[src/design/oramPkg.sv]
/*
 * Command and request types seen by the ORAM backend port.
 * The operation encoding matches the low two bits of a test command byte.
 */
package oramPkg;

	// --------------------------------------------------
	// Backend operations
	// --------------------------------------------------

	typedef enum logic [1:0] {
		OramUpdate     = 2'd0,
		OramAppend     = 2'd1,
		OramRead       = 2'd2,
		OramReadRemove = 2'd3
	} oramCommand_t;

	// Physical block address
	typedef logic [31:0] physAddr_t;

	// One request on the valid/ready port
	typedef struct packed {
		oramCommand_t command;
		physAddr_t    pAddr;
	} oramRequest_t;

endpackage
[src/design/harnessPkg.sv]
/*
 * Host test packet format and serial framing.
 * A packet is 56 bits and crosses the line MSB first as seven 8N1 bytes.
 */
package harnessPkg;

	// --------------------------------------------------
	// Serial framing
	// --------------------------------------------------

	typedef logic [7:0] uartByte_t;

	// Data bits per frame, LSB first on the line
	localparam int UartDataBits = 8;

	// --------------------------------------------------
	// Test packet
	// --------------------------------------------------

	typedef logic [7:0] testCommand_t;

	// Low two bits of the ORAM codes give the backend operation
	typedef enum testCommand_t {
		CmdUpdate     = 8'd0,
		CmdAppend     = 8'd1,
		CmdRead       = 8'd2,
		CmdReadRemove = 8'd3,
		CmdStart      = 8'hFF
	} testCommandCode_e;

	// Cycles a command waits in the output stage
	typedef logic [15:0] timeDelay_t;

	typedef struct packed {
		testCommand_t       command;
		oramPkg::physAddr_t pAddr;
		timeDelay_t         timeDelay;
	} testPacket_t;

	localparam int PacketBits  = $bits(testPacket_t);
	localparam int PacketBytes = 7;

endpackage

[src/design/hwTestHarness.sv]
/*
 * Serial-driven test harness for the ORAM backend, single clock.
 * Serial input has no flow control; see bufferOverflow.
 */
module hwTestHarness import harnessPkg::*, oramPkg::*; #(
	parameter int ClocksPerBit = 16,
	parameter int BufferDepth  = 8
) (
	input  logic         Clock,
	input  logic         reset,
	input  logic         uartRx,
	input  logic         oramReady,
	output oramRequest_t oramRequest,
	output logic         oramValid,
	output logic         burstActive,
	output logic         bufferOverflow
);

	uartByte_t   rxByte;
	logic        rxValid;
	testPacket_t packet;
	logic        packetValid;
	testPacket_t headPacket;
	logic        headValid;
	logic        headReady;

	// --------------------------------------------------
	// Serial front end
	// --------------------------------------------------

	uartReceiver #(
		.ClocksPerBit(ClocksPerBit)
	) i_uartReceiver (
		.Clock  (Clock),
		.reset  (reset),
		.uartRx (uartRx),
		.rxByte (rxByte),
		.rxValid(rxValid)
	);

	packetAssembler i_packetAssembler (
		.Clock      (Clock),
		.reset      (reset),
		.rxByte     (rxByte),
		.rxValid    (rxValid),
		.packet     (packet),
		.packetValid(packetValid)
	);

	// --------------------------------------------------
	// Queue and issue
	// --------------------------------------------------

	// Both see every packet, each picks its own kind
	commandBuffer #(
		.BufferDepth(BufferDepth)
	) i_commandBuffer (
		.Clock         (Clock),
		.reset         (reset),
		.packet        (packet),
		.packetValid   (packetValid),
		.headPacket    (headPacket),
		.headValid     (headValid),
		.headReady     (headReady),
		.bufferOverflow(bufferOverflow)
	);

	burstGate i_burstGate (
		.Clock      (Clock),
		.reset      (reset),
		.packet     (packet),
		.packetValid(packetValid),
		.headPacket (headPacket),
		.headValid  (headValid),
		.headReady  (headReady),
		.oramRequest(oramRequest),
		.oramValid  (oramValid),
		.oramReady  (oramReady),
		.burstActive(burstActive)
	);

endmodule

[src/design/burstGate.sv]
/*
 * Holds queued commands until Start, then issues each after its own delay.
 * The gate closes whenever the FIFO runs dry; later commands need a new Start.
 */
module burstGate import harnessPkg::*, oramPkg::*; (
	input  logic         Clock,
	input  logic         reset,
	input  testPacket_t  packet,
	input  logic         packetValid,
	input  testPacket_t  headPacket,
	input  logic         headValid,
	output logic         headReady,
	output oramRequest_t oramRequest,
	output logic         oramValid,
	input  logic         oramReady,
	output logic         burstActive
);

	logic         startGate;
	logic         startSeen;
	logic         outFull;
	oramRequest_t outRequest;
	timeDelay_t   outDelay;
	timeDelay_t   age;
	logic         delayMet;
	logic         transfer;
	logic         load;

	// --------------------------------------------------
	// Start gate
	// --------------------------------------------------

	assign startSeen = packetValid && (packet.command == CmdStart);

	// Start wins over a same-cycle close
	always_ff @(posedge Clock) begin
		if (reset) begin
			startGate <= 1'b0;
		end else if (startSeen) begin
			startGate <= 1'b1;
		end else if (startGate && !headValid) begin
			startGate <= 1'b0;
		end
	end

	assign burstActive = startGate;

	// --------------------------------------------------
	// Output register
	// --------------------------------------------------

	assign delayMet = age >= outDelay;
	assign oramValid = outFull && delayMet;
	assign transfer = oramValid && oramReady;

	// Accept when empty or emptying this cycle
	assign headReady = startGate && (!outFull || transfer);
	assign load = headReady && headValid;

	always_ff @(posedge Clock) begin
		if (reset) begin
			outFull <= 1'b0;
		end else if (load) begin
			outFull <= 1'b1;
		end else if (transfer) begin
			outFull <= 1'b0;
		end
	end

	// Payload, low command bits select the backend operation
	always_ff @(posedge Clock) begin
		if (load) begin
			outRequest.command <= oramCommand_t'(headPacket.command[1:0]);
			outRequest.pAddr <= headPacket.pAddr;
			outDelay <= headPacket.timeDelay;
		end
	end

	assign oramRequest = outRequest;

	// --------------------------------------------------
	// Age counter
	// --------------------------------------------------

	// Saturates once the delay is met so a long stall cannot wrap it
	always_ff @(posedge Clock) begin
		if (reset) begin
			age <= '0;
		end else if (load) begin
			age <= '0;
		end else if (outFull && !delayMet) begin
			age <= age + 1'b1;
		end
	end

	// Stalled request holds steady until taken
	assert property (@(posedge Clock) disable iff (reset)
		(oramValid && !oramReady) |=> (oramValid && $stable(oramRequest)));

endmodule

[src/design/commandBuffer.sv]
/*
 * Command FIFO with first-word fall-through head. BufferDepth is a power of two.
 * Start packets are never stored; writes to a full FIFO are dropped.
 */
module commandBuffer import harnessPkg::*; #(
	parameter int BufferDepth = 8
) (
	input  logic        Clock,
	input  logic        reset,
	input  testPacket_t packet,
	input  logic        packetValid,
	output testPacket_t headPacket,
	output logic        headValid,
	input  logic        headReady,
	output logic        bufferOverflow
);

	localparam int AddrWidth = $clog2(BufferDepth);

	testPacket_t          mem [BufferDepth];
	logic [AddrWidth-1:0] wrPtr;
	logic [AddrWidth-1:0] rdPtr;
	logic [AddrWidth:0]   count;
	logic                 full;
	logic                 writeRequest;
	logic                 doWrite;
	logic                 doPop;

	// Only commands go in
	assign writeRequest = packetValid && (packet.command != CmdStart);
	assign full = count == (AddrWidth + 1)'(BufferDepth);
	assign doWrite = writeRequest && !full;
	assign doPop = headValid && headReady;

	// --------------------------------------------------
	// Storage
	// --------------------------------------------------

	always_ff @(posedge Clock) begin
		if (doWrite) begin
			mem[wrPtr] <= packet;
		end
	end

	assign headPacket = mem[rdPtr];
	assign headValid = count != '0;

	// --------------------------------------------------
	// Pointers and occupancy
	// --------------------------------------------------

	// Pointers wrap naturally at the power-of-two depth
	always_ff @(posedge Clock) begin
		if (reset) begin
			wrPtr <= '0;
			rdPtr <= '0;
			count <= '0;
			bufferOverflow <= 1'b0;
		end else begin
			if (doWrite) begin
				wrPtr <= wrPtr + 1'b1;
			end
			if (doPop) begin
				rdPtr <= rdPtr + 1'b1;
			end
			count <= count + doWrite - doPop;
			// Sticky until reset
			if (writeRequest && full) begin
				bufferOverflow <= 1'b1;
			end
		end
	end

	// Occupancy never wraps below empty or above full
	assert property (@(posedge Clock) disable iff (reset)
		count <= (AddrWidth + 1)'(BufferDepth));

endmodule

[src/design/packetAssembler.sv]
/*
 * Collects seven bytes, MSB first, into one test packet.
 * No framing resync: a lost byte shifts every later packet.
 */
module packetAssembler import harnessPkg::*; (
	input  logic        Clock,
	input  logic        reset,
	input  uartByte_t   rxByte,
	input  logic        rxValid,
	output testPacket_t packet,
	output logic        packetValid
);

	localparam int CountWidth = $clog2(PacketBytes);
	localparam int ByteBits   = $bits(uartByte_t);

	logic [PacketBits-1:0] shiftReg;
	logic [CountWidth-1:0] byteCount;
	logic                  lastByte;

	// --------------------------------------------------
	// Byte shifting
	// --------------------------------------------------

	// Earlier bytes move toward the MSB end
	always_ff @(posedge Clock) begin
		if (rxValid) begin
			shiftReg <= {shiftReg[PacketBits-ByteBits-1:0], rxByte};
		end
	end

	assign lastByte = byteCount == CountWidth'(PacketBytes - 1);

	// --------------------------------------------------
	// Packet boundary
	// --------------------------------------------------

	always_ff @(posedge Clock) begin
		if (reset) begin
			byteCount <= '0;
			packetValid <= 1'b0;
		end else begin
			packetValid <= 1'b0;
			if (rxValid) begin
				if (lastByte) begin
					byteCount <= '0;
					// Shift register is complete next cycle
					packetValid <= 1'b1;
				end else begin
					byteCount <= byteCount + 1'b1;
				end
			end
		end
	end

	// Held until the next byte lands
	assign packet = testPacket_t'(shiftReg);

endmodule

[src/design/uartReceiver.sv]
/*
 * 8N1 receiver sampling each bit at mid-period. ClocksPerBit must be 4 or more.
 * Frames with a low stop bit are dropped without any error indication.
 */
module uartReceiver import harnessPkg::*; #(
	parameter int ClocksPerBit = 16
) (
	input  logic      Clock,
	input  logic      reset,
	input  logic      uartRx,
	output uartByte_t rxByte,
	output logic      rxValid
);

	localparam int TimerWidth    = $clog2(ClocksPerBit);
	localparam int BitCountWidth = $clog2(UartDataBits);

	typedef enum logic [1:0] {Idle, StartBit, DataBits, StopBit} rxState_e;

	rxState_e                 state;
	logic [1:0]               rxSync;
	logic                     rxLine;
	logic [TimerWidth-1:0]    bitTimer;
	logic [BitCountWidth-1:0] bitCount;
	uartByte_t                shiftReg;
	logic                     midStart;
	logic                     bitEnd;

	// Two-stage synchronizer, line idles high
	always_ff @(posedge Clock) begin
		if (reset) begin
			rxSync <= 2'b11;
		end else begin
			rxSync <= {rxSync[0], uartRx};
		end
	end

	assign rxLine = rxSync[1];

	// Half a bit into the start bit
	assign midStart = bitTimer == TimerWidth'(ClocksPerBit / 2 - 1);
	// Full bit period after the last sample point
	assign bitEnd = bitTimer == TimerWidth'(ClocksPerBit - 1);

	// --------------------------------------------------
	// Frame FSM
	// --------------------------------------------------

	always_ff @(posedge Clock) begin
		if (reset) begin
			state <= Idle;
			bitTimer <= '0;
			bitCount <= '0;
			rxValid <= 1'b0;
		end else begin
			rxValid <= 1'b0;
			bitTimer <= bitTimer + 1'b1;
			case (state)
				Idle: begin
					bitTimer <= '0;
					if (!rxLine) begin
						state <= StartBit;
					end
				end
				StartBit: begin
					if (midStart) begin
						bitTimer <= '0;
						bitCount <= '0;
						// Glitch shorter than half a bit
						state <= rxLine ? Idle : DataBits;
					end
				end
				DataBits: begin
					if (bitEnd) begin
						bitTimer <= '0;
						bitCount <= bitCount + 1'b1;
						if (bitCount == BitCountWidth'(UartDataBits - 1)) begin
							state <= StopBit;
						end
					end
				end
				StopBit: begin
					if (bitEnd) begin
						// Strobe only on a valid stop bit
						rxValid <= rxLine;
						state <= Idle;
					end
				end
				default: state <= Idle;
			endcase
		end
	end

	// Data bits arrive LSB first
	always_ff @(posedge Clock) begin
		if (state == DataBits && bitEnd) begin
			shiftReg <= {rxLine, shiftReg[UartDataBits-1:1]};
		end
	end

	assign rxByte = shiftReg;

	// Frames are at least ten bit periods apart
	assert property (@(posedge Clock) disable iff (reset) rxValid |=> !rxValid);

endmodule

[config.mk]
export PLATFORM = sky130hd
export DESIGN_NAME = hwTestHarness
export DESIGN_NICKNAME = d
export VERILOG_FILES = /design/src/design/oramPkg.sv /design/src/design/harnessPkg.sv /design/src/design/hwTestHarness.sv /design/src/design/burstGate.sv /design/src/design/commandBuffer.sv /design/src/design/packetAssembler.sv /design/src/design/uartReceiver.sv
export SDC_FILE = /design/constraint.sdc
export NUM_CORES = 1
export LEC_CHECK = 0
export ABC_AREA = 1
export BUFFER_PORTS_ARGS = -buffer_cell sky130_fd_sc_hd__buf_2
export CAP_MARGIN = 40
export CORE_MARGIN = 1.5
export CORE_UTILIZATION = 40
export CTS_CLUSTER_SIZE = 12
export DETAILED_ROUTE_END_ITERATION = 6
export GPL_TIMING_DRIVEN = 0
export HOLD_SLACK_MARGIN = 0.06
export MAX_ROUTING_LAYER = met4
export PLACE_DENSITY_LB_ADDON = 0.3
export SLEW_MARGIN = 20
export SYNTH_ARGS = -nofsm -noshare
export SYNTH_HDL_FRONTEND = slang
export SYNTH_SLANG_ARGS = --single-unit
[constraint.sdc]
create_clock -name Clock -period 4 [get_ports Clock]
set_input_delay 0 -clock Clock [delete_from_list [all_inputs] [get_ports Clock]]
set_output_delay 0 -clock Clock [all_outputs]
set_load 0.01 [all_outputs]
==> impl_metrics.ini <==
[layout]
multi_input_comb_area_um2 = 4650
regArea_um2 = 16300
mostFrequentLayoutCell = edfxtp_1
drive_above_1_share = 0.109
fill_cells = 4556
final_cell_mix = 514 x edfxtp_1, 380 x nor2_1, 210 x o21ai_0
syn2layout_area_growth_pct = 14.9
n_antenna_cell = 0
post-route-util = 0.468
nets = 1785

[die]
io_pins = 41
die-area_um2 = 55200
die_h_um = 235
coreArea_um2 = 52900
die_w_um = 235
num_rows = 84
start_util = 0.407

[synth]
syn_area_per_cell_um2 = 13.2
synth_cell_types = 33
yosysTopAreaCellShare = 0.717
yosysWarningCount = 0
synth.yosys.seq_area_share = 0.758
synth_area_leaders = edfxtp_1 72%, nor2_1 6.8%, o21ai_0 4.9%
synth-seq-cells = 559
synth_nets = 1666
synth_top_area_cell = edfxtp_1
synthesis.area_um2 = 21500
netlist_instances = 1628

[drt]
antenna_left = 0
drc_errors = 0
drtPass1Iterations = 5
drt_iter0_drc = 1211
via_count = 13000
wl_per_cell_um = 19.9
vias_per_cell = 5.28
routed_wl_mm = 49.1

[timing]
clock_skew_ps = 27.3
clock.fmax_mhz = 300
worst_slew_pin_slew_ps = 785
slew_viol_final = 0
rsz0062_at_grt = no
hold_viol = 0
relSlewSlack = 0.476
period_share = 0.832
layout_min_cycle_time_ps = 3330
setup_viol = 0

[clock_network]
tritoncts = yes
cts-resized-gates = 0
cts_buffer_depth = 3
hold_buffers = 3
htree_levels = 2
clkSlewWorstSetupHoldPaths_ps = 60
cts_setup_buffers = 0
clkLatencyLatePin_ps = 610
clockRootBuffer = clkbuf_16
clkSinkCount = 559
numCtsBuffers = 55

[global_routing]
grt_pass1_wl_mm = 75.4
overflow = 0
grt.total_usage = 0.183
antenna_found_initial = 0
grt_max_degree = 39
grt_pass1_vias = 12800

[worst_setup_path]
critPathLaunchType = register
crit_type = register to register
end_kind = register
path_max_fanout = 31
required_ps = 4530
critPathArrivalTime_ps = 3860

[placed_design]
post-dp-hpwl_mm = 31.2
portBuffers = 40
place_congestion = 0.825

[pwr]
switching_share = 0.195
peakVddDrop_mv = 0.411
pwr_density_cell_nw_per_um2 = 451
p_int_mw = 8.99
p_leak_nw = 8.29
p_clk_frac = 0.422
finalPower_mw = 11.2
seqPwrFrac = 0.565
p_comb_frac = 0.013
switchingPower_mw = 2.18

[job]
drv_cap = 0

[run_status]
outcome = completed

[min_path]
hold_class = primary input to register
[layer usage]
metal | GRT usage | share of wire | wire (µm)
met5 | - | 0 | 0
met4 | 0.0468 | 0.018 | 890
met3 | 0.0311 | 0.066 | 3240
met2 | 0.289 | 0.47 | 23200
met1 | 0.246 | 0.44 | 21800
[per-stage QoR]
| stage | TNS, ps | hold slack [ps] | setup slack (ps) | cells | instance area, µm² |
|---|---|---|---|---|---|
| 3_3_place_gp | -667230 | 187 | -1830 | 2356 | 22600 |
| 4_1_cts | 0 | 95.3 | 576 | 2465 | 24700 |
| 2_1_floorplan | 0 | 104 | 312 | 1628 | 21500 |
| 6_report | 0 | 115 | 671 | 2465 | 24700 |
| 5_1_grt | 0 | 128 | 279 | 2465 | 24700 |
| 3_5_place_dp | 0 | 190 | 597 | 2375 | 23100 |
[critical path, cell delays in order (launching register included)]
cell,delay [ps]
edfxtp_1,340
inv_1,50
ha_1,320
nand4_1,100
nor3_1,260
nand2_2,130
nand2_1,90
nand2_2,60
nand2_4,90
nand2_4,80
inv_4,280
buf_12,250
ha_1,250
inv_1,60
ha_1,290
nand2_1,60
nor2_1,40
a211oi_1,260
o21ai_0,120
a21oi_1,130
[cells by family after synthesis]
kind of cell,count (synthesis),synth area share
simple gates,515,0.0943
xor+xnor,14,0.00569
buf+inv,147,0.0286
fa+ha+maj,34,0.0201
flops,559,0.758
compound gates,359,0.0928
[area by class of cell]
cell class / instances / area share
plain buffers: 81 / 0.0149
clock buffers: 76 / 0.0605
clock inverters: 11 / 0.00369
inverters: 66 / 0.0101
multi-input cells: 922 / 0.188
flip-flops and latches: 559 / 0.660
well taps: 688 / 0.0348
repair buffers: 62 / 0.0280
[sequential cells by signal, summed over array words and instances, names as in the netlist, 2 cells and up, named ones only]
register                     cells
i_uartReceiver.bitCount          3
i_commandBuffer.mem            400
i_commandBuffer.count            4
i_packetAssembler.byteCount      3
i_uartReceiver.bitTimer          4
i_burstGate.oramRequest         34
i_burstGate.outDelay            16
i_commandBuffer.wrPtr            3
i_uartReceiver.rxByte            8
i_packetAssembler.packet        56
i_commandBuffer.rdPtr            3
i_burstGate.age                 16
i_uartReceiver.rxSync            2
[power by group through the flow]
stage	clock network (mW)	logic, mW	registers, mW
2_1_floorplan	0	0.107	6.43
3_3_place_gp	0	0.129	6.44
3_5_place_dp	0	0.138	6.44
4_1_cts	4.79	0.141	6.31
5_1_grt	5.01	0.162	6.31
6_report	4.72	0.142	6.31
[final timing paths]
path	start	endpoint	slack, ps	cells past startpoint
hold / removal	uartRx	i_uartReceiver.rxSync[0]$_SDFF_PP1_	120	3
hold reg to reg	i_uartReceiver.rxSync[0]$_SDFF_PP1_	i_uartReceiver.rxSync[1]$_SDFF_PP1_	410	1
setup reg to reg	i_burstGate.outDelay[11]$_DFFE_PP_	i_commandBuffer.count[3]$_SDFF_PP0_	670	19
setup / recovery	i_burstGate.outDelay[11]$_DFFE_PP_	i_commandBuffer.count[3]$_SDFF_PP0_	670	19
[Yosys cell counts]
cell type and count:
xnor2_1 3, nor3_1 10, edfxtp_1 514, nand2_2 2, a21oi_1 25, or2_2 2, inv_2 3, nand3_1 19
o21ai_1 1, buf_1 8, nor4_1 1, o22ai_1 50, o21ai_0 210, xor2_1 11, buf_2 27, nand3b_1 1
o21a_1 2, nand2_1 81, nand4_1 6, a31oi_1 50, ha_1 33, inv_1 63, nor2_1 388, nand3_2 1
buf_6 2, clkbuf_1 40, buf_4 4, a211oi_1 6, nand2_4 3, fa_1 1, and2_1 1, a21oi_2 15
dfxtp_1 45
No activity file was read; power rests on OpenSTA's default activity.
